===== src/fetch_macros.svh =====
`ifndef FETCH_MACROS_SVH
`define FETCH_MACROS_SVH

////////////////////////////////////////
// Fetch front end parameters
////////////////////////////////////////

// First fetch address out of reset
`define FETCH_RESET_VECTOR 32'h0000_0100

// BTB holds 2**BTB_INDEX_BITS entries
`define BTB_INDEX_BITS 4

// Instruction memory refill cycles after the clear cycle, 1 or more
`define REFILL_CYCLES 3

`endif


===== src/fetch_pkg.sv =====
`default_nettype none

package fetch_pkg;

    // Byte address or data word
    typedef logic [31:0] addr_t;

    // Execute stage operation codes
    typedef enum logic [4:0] {
        OP_ADD  = 5'b00000,
        OP_SUB  = 5'b00001,
        OP_AND  = 5'b00010,
        OP_OR   = 5'b00011,
        OP_XOR  = 5'b00100,
        OP_SLL  = 5'b00101,
        OP_SRL  = 5'b00110,
        OP_SRA  = 5'b00111,
        OP_SLT  = 5'b01000,
        OP_SLTU = 5'b01001,
        OP_JAL  = 5'b01010,
        OP_JALR = 5'b01011
    } exec_op_t;

    // Flush sequencing
    typedef enum logic [1:0] {
        FS_RUN,
        FS_CLEAR,
        FS_REFILL
    } flush_state_t;

endpackage

`default_nettype wire


===== src/resolve_if.sv =====
`timescale 1ns/100ps
`default_nettype none

// One control transfer resolved in execute
interface resolve_if;
    import fetch_pkg::*;

    logic  taken;
    addr_t src_pc;
    addr_t target;
    logic  redirect;

    // PC stage resolves the transfer
    modport source (
        output taken,
        output src_pc,
        output target,
        output redirect
    );

    // BTB update side
    modport learner (
        input taken,
        input src_pc,
        input target
    );

    // Flush sequencing only needs the redirect
    modport flusher (
        input redirect
    );

endinterface

`default_nettype wire


===== src/branch_predictor.sv =====
`timescale 1ns/100ps
`default_nettype none

`include "fetch_macros.svh"

module branch_predictor (
    input  wire              CLK,
    input  wire              arst_n,
    input  fetch_pkg::addr_t lookup_pc,
    output logic             hit,
    output fetch_pkg::addr_t target,
    resolve_if.learner       res
);
    import fetch_pkg::*;

    localparam int IDX_W   = `BTB_INDEX_BITS;
    localparam int ENTRIES = 1 << IDX_W;
    // Word aligned, so bits 1:0 are not stored
    localparam int TAG_W   = 30 - IDX_W;

    ////////////////////////////////////////
    // Entry storage
    ////////////////////////////////////////

    logic [ENTRIES-1:0] valid_q;
    logic [TAG_W-1:0]   tag_q [ENTRIES];
    addr_t              target_q [ENTRIES];

    logic [IDX_W-1:0]   lookup_idx;
    logic [TAG_W-1:0]   lookup_tag;
    logic [IDX_W-1:0]   update_idx;
    logic [TAG_W-1:0]   update_tag;

    assign lookup_idx = lookup_pc[IDX_W+1:2];
    assign lookup_tag = lookup_pc[31:IDX_W+2];
    assign update_idx = res.src_pc[IDX_W+1:2];
    assign update_tag = res.src_pc[31:IDX_W+2];

    ////////////////////////////////////////
    // Lookup
    ////////////////////////////////////////

    always_comb
    begin
        hit    = valid_q[lookup_idx] && (tag_q[lookup_idx] == lookup_tag);
        target = target_q[lookup_idx];
    end

    ////////////////////////////////////////
    // Update on every resolved transfer
    ////////////////////////////////////////

    always_ff @(posedge CLK or negedge arst_n)
    begin
        if (!arst_n)
        begin
            valid_q <= '0;
        end
        else if (res.taken)
        begin
            valid_q[update_idx] <= 1'b1;
        end
    end

    // Overwrite, no replacement choice in a direct-mapped table
    always_ff @(posedge CLK)
    begin
        if (res.taken)
        begin
            tag_q[update_idx]    <= update_tag;
            target_q[update_idx] <= res.target;
        end
    end

endmodule

`default_nettype wire


===== src/fetch_top.sv =====
`timescale 1ns/100ps
`default_nettype none

module fetch_top (
    input  wire                 CLK,
    input  wire                 arst_n,
    input  wire                 stall,
    input  fetch_pkg::exec_op_t exec_op,
    input  wire                 branch_taken,
    input  fetch_pkg::addr_t    exec_pc,
    input  fetch_pkg::addr_t    rs1_data,
    input  fetch_pkg::addr_t    imm,
    input  fetch_pkg::addr_t    decode_pc,
    output fetch_pkg::addr_t    pc,
    output logic                clear_decode,
    output logic                clear_execute,
    output logic                fetch_valid
);
    import fetch_pkg::*;

    // BTB prediction for the current PC
    logic  predict_hit;
    addr_t predict_target;

    resolve_if u_res ();

    ////////////////////////////////////////
    // PC stage and predictor
    ////////////////////////////////////////

    pc_stage u_pc_stage (
        .CLK            (CLK),
        .arst_n         (arst_n),
        .stall          (stall),
        .exec_op        (exec_op),
        .branch_taken   (branch_taken),
        .exec_pc        (exec_pc),
        .rs1_data       (rs1_data),
        .imm            (imm),
        .decode_pc      (decode_pc),
        .predict_hit    (predict_hit),
        .predict_target (predict_target),
        .pc             (pc),
        .res            (u_res.source)
    );

    branch_predictor u_branch_predictor (
        .CLK       (CLK),
        .arst_n    (arst_n),
        .lookup_pc (pc),
        .hit       (predict_hit),
        .target    (predict_target),
        .res       (u_res.learner)
    );

    ////////////////////////////////////////
    // Pipeline flush
    ////////////////////////////////////////

    flush_ctrl u_flush_ctrl (
        .CLK           (CLK),
        .arst_n        (arst_n),
        .clear_decode  (clear_decode),
        .clear_execute (clear_execute),
        .fetch_valid   (fetch_valid),
        .res           (u_res.flusher)
    );

endmodule

`default_nettype wire


===== src/flush_ctrl.sv =====
`timescale 1ns/100ps
`default_nettype none

`include "fetch_macros.svh"

module flush_ctrl (
    input  wire         CLK,
    input  wire         arst_n,
    output logic        clear_decode,
    output logic        clear_execute,
    output logic        fetch_valid,
    resolve_if.flusher  res
);
    import fetch_pkg::*;

    flush_state_t state;
    flush_state_t state_next;
    logic         refill_done;

    // Timer runs from the redirect edge, so the clear cycle counts toward the refill
    refill_timer #(
        .CYCLES (`REFILL_CYCLES)
    ) u_refill_timer (
        .CLK    (CLK),
        .arst_n (arst_n),
        .start  (res.redirect),
        .done   (refill_done)
    );

    ////////////////////////////////////////
    // Flush sequencing FSM
    ////////////////////////////////////////

    always_comb
    begin
        state_next = state;
        if (res.redirect)
        begin
            // Any redirect restarts the sequence
            state_next = FS_CLEAR;
        end
        else
        begin
            case (state)
                FS_CLEAR  : state_next = FS_REFILL;
                FS_REFILL : state_next = refill_done ? FS_RUN : FS_REFILL;
                default   : state_next = FS_RUN;
            endcase
        end
    end

    always_ff @(posedge CLK or negedge arst_n)
    begin
        if (!arst_n)
        begin
            state <= FS_RUN;
        end
        else
        begin
            state <= state_next;
        end
    end

    // Outputs come straight from the state register
    assign clear_decode  = (state == FS_CLEAR);
    assign clear_execute = (state == FS_CLEAR);
    assign fetch_valid   = (state == FS_RUN);

endmodule

`default_nettype wire


===== src/pc_stage.sv =====
`timescale 1ns/100ps
`default_nettype none

`include "fetch_macros.svh"

module pc_stage (
    input  wire                   CLK,
    input  wire                   arst_n,
    input  wire                   stall,
    input  fetch_pkg::exec_op_t   exec_op,
    input  wire                   branch_taken,
    input  fetch_pkg::addr_t      exec_pc,
    input  fetch_pkg::addr_t      rs1_data,
    input  fetch_pkg::addr_t      imm,
    input  fetch_pkg::addr_t      decode_pc,
    input  wire                   predict_hit,
    input  fetch_pkg::addr_t      predict_target,
    output fetch_pkg::addr_t      pc,
    resolve_if.source             res
);
    import fetch_pkg::*;

    logic  is_jal;
    logic  is_jalr;
    logic  xfer_taken;
    logic  wrong_path;
    addr_t target_base;
    addr_t resolved_target;
    addr_t next_pc;

    ////////////////////////////////////////
    // Resolve the transfer in execute
    ////////////////////////////////////////

    always_comb
    begin
        is_jal     = (exec_op == OP_JAL);
        is_jalr    = (exec_op == OP_JALR);
        xfer_taken = is_jal || is_jalr || branch_taken;
    end

    // JALR is register relative, JAL and branches are PC relative
    assign target_base     = is_jalr ? rs1_data : exec_pc;
    assign resolved_target = addr_t'($signed(target_base) + $signed(imm));

    // Decode holds the instruction fetched after the transfer
    assign wrong_path = xfer_taken && (resolved_target != decode_pc);

    assign res.taken    = xfer_taken;
    assign res.src_pc   = exec_pc;
    assign res.target   = resolved_target;
    assign res.redirect = wrong_path && !stall;

    ////////////////////////////////////////
    // Next PC and PC register
    ////////////////////////////////////////

    always_comb
    begin
        if (res.redirect)
        begin
            next_pc = resolved_target;
        end
        else if (predict_hit)
        begin
            next_pc = predict_target;
        end
        else
        begin
            next_pc = pc + 32'd4;
        end
    end

    always_ff @(posedge CLK or negedge arst_n)
    begin
        if (!arst_n)
        begin
            pc <= `FETCH_RESET_VECTOR;
        end
        else if (!stall)
        begin
            pc <= next_pc;
        end
    end

endmodule

`default_nettype wire


===== src/refill_timer.sv =====
`timescale 1ns/100ps
`default_nettype none

`include "fetch_macros.svh"

module refill_timer #(
    parameter int CYCLES = `REFILL_CYCLES
) (
    input  wire  CLK,
    input  wire  arst_n,
    input  wire  start,
    output logic done
);

    localparam int CNT_W = $clog2(CYCLES + 1);

    logic [CNT_W-1:0] count_q;

    // Load on start, then count down to zero and rest there
    always_ff @(posedge CLK or negedge arst_n)
    begin
        if (!arst_n)
        begin
            count_q <= '0;
        end
        else if (start)
        begin
            count_q <= CNT_W'(CYCLES);
        end
        else if (count_q != '0)
        begin
            count_q <= count_q - 1'b1;
        end
    end

    assign done = (count_q == '0);

endmodule

`default_nettype wire


===== config.mk =====
export PLATFORM = sky130hd
export DESIGN_NAME = fetch_top
export DESIGN_NICKNAME = d
export VERILOG_FILES = /design/src/fetch_pkg.sv /design/src/resolve_if.sv /design/src/branch_predictor.sv /design/src/fetch_top.sv /design/src/flush_ctrl.sv /design/src/pc_stage.sv /design/src/refill_timer.sv
export VERILOG_INCLUDE_DIRS = /design/src /design/src/src
export SDC_FILE = /design/constraint.sdc
export NUM_CORES = 1
export LEC_CHECK = 0
export BUFFER_PORTS_ARGS = -buffer_cell sky130_fd_sc_hd__buf_2
export CAP_MARGIN = 20
export CORE_AREA = 2 2 294 296
export DETAILED_ROUTE_END_ITERATION = 12
export DIE_AREA = 0 0 296 298
export PLACE_DENSITY = 0.66
export SETUP_SLACK_MARGIN = 0.05
export SLEW_MARGIN = 20
export SYNTH_ARGS = -nofsm -noshare
export SYNTH_HDL_FRONTEND = slang
export SYNTH_HIERARCHICAL = 1
export SYNTH_SLANG_ARGS = --single-unit

===== constraint.sdc =====
create_clock -name CLK -period 5.35 [get_ports CLK]
set_clock_uncertainty 0.05 [all_clocks]
set_input_delay 1.07 -clock CLK [delete_from_list [all_inputs] [get_ports CLK]]
set_output_delay 1.07 -clock CLK [all_outputs]
set_load 0.02 [all_outputs]

==> results.toml, run 1 <==
[placement]
pre_cts_ws_ps = -892
dp_cells = 3748
gp_congestion = 0.949
io_buffers = 171
hpwl_um = 77800

[finish]
regArea_mm2 = 0.0292
drive_gt1_frac = 0.373
fill_cells = 6304
layout_commonest_cell = "edfxtp_1"
final_cells = 3930
multiInputGateArea_mm2 = 0.0125
syn_to_final_growth_pct = 18.9
layout.nets = 2886
final_cell_mix = "928 x edfxtp_1, 286 x buf_4, 265 x mux4_2"

[hold_path]
hold_class = "reg -> reg"
min_from = "u_branch_predictor/valid_q[12]$_DFFE_PN0P_"
whs_path_depth = 1
whs_endpoint = "u_branch_predictor/valid_q[12]$_DFFE_PN0P_"

[timing]
grt_setup_unrepaired = "true"
slew_violations = 0
tns_ps = 0
max_freq_mhz = 189
hold_violations = 0
fin_crit_sh = 0.988
fin_crit_ps = 5290
setup_violations = 0
setup_slack_ps = 63.7
tightest_slew_ps = 984
slew_headroom = 0.344

[clock_network]
clock_path_buffers = 3
h-tree-depth = 3
clock-sinks = 980
cts_tree = "built"
worstSkewPairLatency_ps = 670
numCtsBuffers = 99
cts_root_buf = "clkbuf_16"
clk_pin_slew_ps = 60
hold_buffers = 0

[routing]
totalWireLength_um = 121000
ant_nets = 0
viasPerCell = 6.24
firstDrtPassIters = 6
wl_per_cell_um = 30.8
drtIter0Drc = 3232
vias = 24517
drc = 0

[power]
power_density_mw_per_mm2 = 415
p_switching_mw = 5.72
pwr-share-seq = 0.446
switching_share = 0.275
p_comb_frac = 0.212
clockPowerShare = 0.342
p_leak_nw = 17.1
irDropWorstVdd_mv = 0.299
p_int_mw = 15.1

[setup_path]
crit_buf_inv = 7
arrival_ps = 5770
cp_slowest_cell = "or4b_4"
required_ps = 5840
rr_startpoint = "u_pc_stage/pc[2]$_DFFE_PN0N_"
r2r-end = "u_pc_stage/pc[12]$_DFFE_PN0N_"
crit_family = "simple AND/OR/NAND/NOR gates"
max_stage_delay_ps = 600
path_common_cell = "buf_4"
crit_type = "in -> reg"
reg2reg_depth = 13
cp_max_fo = 25
crit_chain = "buf_6 -> nor4bb_4 -> nand2_2 -> buf_12 -> mux2_2 -> ha_1 -> buf_4 -> a21o_1 -> o211ai_1 -> nand2_1 -> xnor2_2 -> buf_4 -> buf_4 -> inv_1 -> o2111a_1 -> o2111ai_1 -> or4b_4 -> o31ai_4 -> buf_6 -> nor2_4 -> mux2_2"
rrSetupSlack_ps = 500
crit_path_start_kind = "primary input"
critPathCaptureType = "flip-flop"

[logic_synthesis]
synth.net_count = 2443
syn_area_mm2 = 0.0422
synth_area_per_cell_um2 = 18.6
syn_inst = 2266
yosys_warnings = 6

[grt]
grt_max_degree = 109
gr-total-overflow = 0
grt_pass1_vias = 24627
met2_usage = 0.412
antenna_found_initial = 4
top_usage_layer = "met1"
met1_usage = 0.421
grt.total_usage = 0.277
grt_first_pass_wirelength_um = 173000
met3_usage = 0.0518

[floorplan]
pin_count = 172
rows = 107
die_w_um = 296
die_height_um = 298
fp.dieArea_mm2 = 0.0882
initial_utilization = 0.497
coreArea_mm2 = 0.0849

[run]
cap_viol_max_count = 0

[outcome]
status = "finished, final reports clean"
[power by group through the flow]
stage          clock network [mW]  logic (mW)  registers (mW)
6_report                     7.13        4.43            9.29
5_1_grt                      7.52        4.68            9.30
4_1_cts                      7.21        4.37            9.28
3_5_place_dp                    0        4.35            9.44
3_3_place_gp                    0        4.27            9.42
2_1_floorplan                   0        2.74            9.29
[stage by stage]
step	hold slack (ps)	util	total power, mW	area [µm²]
after global placement	396	0.548	13.7	46500
after detailed placement	403	0.548	13.8	46500
after CTS	418	0.588	20.9	49900
final	421	0.591	20.8	50200
after global routing	433	0.591	21.5	50200
after floorplan	384	-	12.0	42300
[worst max-delay path by stage]
stage / startpoint / end / slack (ps) / cells past startpoint
floorplan: exec_op[4] / u_pc_stage/pc[10]$_DFFE_PN0N_ / -430 / 19
global placement: exec_op[4] / u_pc_stage/pc[26]$_DFFE_PN0N_ / -920 / 19
detailed placement: exec_op[4] / u_pc_stage/pc[22]$_DFFE_PN0N_ / -890 / 20
CTS: exec_op[4] / u_pc_stage/pc[2]$_DFFE_PN0N_ / 80 / 21
global route: exec_op[2] / u_pc_stage/pc[2]$_DFFE_PN0N_ / -90 / 21
finish: exec_op[2] / u_pc_stage/pc[5]$_DFFE_PN0N_ / 60 / 21
[state kept, by name, summed over array words and instances, names as in the netlist]
register / flops
u_branch_predictor/tag_q: 416
u_branch_predictor/target_q: 512
u_branch_predictor/valid_q: 16
u_flush_ctrl/state: 2
u_flush_ctrl/u_refill_timer/count_q: 2
u_pc_stage/pc: 32
[repair_timing]
item | CTS | global route
setup buffers | 2 | 4
endpoints found under the setup margin | 36 | 36
gates cloned | 0 | 0
resized for setup | 4 | 50
pin swaps | 1 | 15
endpoints found under the hold margin | 0 | 0
[routing by layer]
layer	share of wire	vias to the layer above
met3	0.096	187
li1	-	10127
met5	0.00037	-
met4	0.027	8
met1	0.42	12939
met2	0.45	1256
[area by class of cell]
cell class,instances,share of cell area
clock inverters,54,0.0136
multi-input cells,1105,0.249
well taps,1144,0.0285
inverters,37,0.00277
clock buffers,123,0.0534
repair buffers,486,0.0706
flip-flops and latches,980,0.582
diodes,1,0.0000499
(Power assumes the default switching activity.)
==> run 2, diff against run 1 <==
Settings changed: ABC_AREA from default to 1, CORE_AREA 2 2 294 296 to 2 2 303 305, DIE_AREA 0 0 296 298 to 0 0 305 307.
==> results.toml, run 2 <==
[floorplan]
die_height_um = 307
pin_count = 172
die_w_um = 305
fp.dieArea_mm2 = 0.0936
initial_utilization = 0.496
rows = 111
coreArea_mm2 = 0.0907

[timing]
setup_violations = 0
tightest_slew_ps = 1020
hold_violations = 0
setup_slack_ps = 649
grt_setup_unrepaired = "false"
slew_headroom = 0.318
hold_ws_ps = 407
tns_ps = 0
slew_violations = 0
fin_crit_sh = 0.879
fin_crit_ps = 4700
max_freq_mhz = 213

[routing]
drtIter0Drc = 3903
ant_nets = 0
firstDrtPassIters = 6
wl_per_cell_um = 23.6
drc = 0
viasPerCell = 5.77
vias = 33025
totalWireLength_um = 135000

[logic_synthesis]
synth_area_per_cell_um2 = 10.4
yosys_warnings = 6
syn_inst = 4322
synth.net_count = 4499
syn_area_mm2 = 0.0450

[finish]
drive_gt1_frac = 0.114
final_cells = 5725
final_cell_mix = "1114 x nand2_1, 928 x edfxtp_1, 422 x nand3_1"
layout_commonest_cell = "nand2_1"
regMostFlops = "u_branch_predictor/target_q"
syn_to_final_growth_pct = 12.0
layout.nets = 4627
top_regs = "u_branch_predictor/target_q: 512 flops, u_branch_predictor/tag_q: 416 flops, u_pc_stage/pc: 32 flops"
largest_register_ffs = 512

[setup_path]
path_common_cell = "nand2_1"
crit_chain = "buf_2 -> nor2_1 -> nand3_2 -> buf_12 -> mux2_2 -> ha_1 -> nand2_1 -> nor2_1 -> nand2_1 -> nor2_1 -> nand2_1 -> nand2_1 -> nand2_1 -> nand3_1 -> nand2_1 -> nor2_1 -> nand2_1 -> nor2_1 -> nand3_2 -> nand2_4 -> inv_2 -> inv_1 -> nand3_1"
crit_path_start_kind = "primary input"
rrSetupSlack_ps = 990
required_ps = 5860
reg2reg_depth = 20
cp_slowest_cell = "nor2_1"
arrival_ps = 5210
crit_type = "in -> reg"
cp_max_fo = 31
critPathCaptureType = "flip-flop"
max_stage_delay_ps = 470

[placement]
pre_cts_ws_ps = 156
dp_cells = 5534
io_buffers = 171
gp_congestion = 0.978
hpwl_um = 81700

[power]
power_density_mw_per_mm2 = 419
p_leak_nw = 19.8
irDropWorstVdd_mv = 0.283

[clock_network]
numCtsBuffers = 100
hold_buffers = 0
h-tree-depth = 3
clk_pin_slew_ps = 60
worstSkewPairLatency_ps = 690
cts_root_buf = "clkbuf_16"
cts_resized = 0
post_cts_buffers = 0
clock-sinks = 980
cts_tree = "built"
clock_path_buffers = 3

[grt]
met3_usage = 0.0524
grt_max_degree = 171
met2_usage = 0.447
gr-total-overflow = 0
met1_usage = 0.407
top_usage_layer = "met2"
grt_first_pass_wirelength_um = 198000
grt.total_usage = 0.286
antenna_found_initial = 17
grt_pass1_vias = 31017

[hold_path]
hold_class = "reg -> reg"
whs_path_depth = 2

[outcome]
status = "finished, final reports clean"

[run]
cap_viol_max_count = 0
run 2: changes by cell type in the layout (fill, tap and decap cells not counted), sizes merged, moves of 252 or more:
cell and change:
nand2 +1030, nand3 +404, o21ai +252, inv +379
nor2 +372, mux4 -270
run 2: report_power, final:
part | switching (mW) | internal, mW | leakage, nW | total, mW
Combinational | 3.49 | 1.40 | 9.24 | 4.89
Clock | 2.95 | 4.06 | 1.65 | 7.01
Sequential | 0.341 | 8.83 | 8.89 | 9.17
Total | 6.78 | 14.3 | 19.8 | 21.1
run 2: layout make-up:
class	count	area, µm²
antenna	8	20.0
clock buffer	121	2730
clock inverter	62	598
fill	7627	40300
inverter	418	1590
multi-input combinational	2681	12900
sequential	980	29200
tap	1186	1480
timing repair buffer	269	1830
run 2: stage by stage:
stage	power [mW]	util	cell area [µm²]
after floorplan	12.4	-	45000
after global placement	14.1	0.518	47000
after detailed placement	14.1	0.518	47000
after CTS	21.1	0.555	50300
after global routing	21.9	0.555	50400
final	21.1	0.555	50400
run 2: metal layers:
| layer | vias up | wire length (µm) |
|---|---|---|
| li1 | 15081 | - |
| met1 | 16022 | 56600 |
| met2 | 1703 | 61300 |
| met4 | 14 | 3760 |
| met5 | - | 88 |
| met3 | 205 | 13300 |
run 2: final timing paths:
| kind | startpoint | endpoint |
|---|---|---|
| worst max register to register | u_pc_stage/pc[3]$_DFFE_PN0N_ | u_pc_stage/pc[23]$_DFFE_PN0N_ |
| min in group asynchronous | arst_n | u_pc_stage/pc[30]$_DFFE_PN0N_ |
| max in group asynchronous | arst_n | u_pc_stage/pc[3]$_DFFE_PN0N_ |
| worst min register to register | u_branch_predictor/valid_q[1]$_DFFE_PN0P_ | u_branch_predictor/valid_q[1]$_DFFE_PN0P_ |
| worst max-delay path | exec_op[4] | u_flush_ctrl/u_refill_timer/count_q[1]$_DFFE_PN0P_ |
| worst min-delay path | u_branch_predictor/valid_q[1]$_DFFE_PN0P_ | u_branch_predictor/valid_q[1]$_DFFE_PN0P_ |
run 2: worst max-delay path: cells and delay by family:
| family | cells | cell delay [ps] |
|---|---|---|
| simple gates | 17 | 2530 |
| buf+inv | 4 | 820 |
| fa+ha+maj | 1 | 410 |
| mux | 1 | 310 |
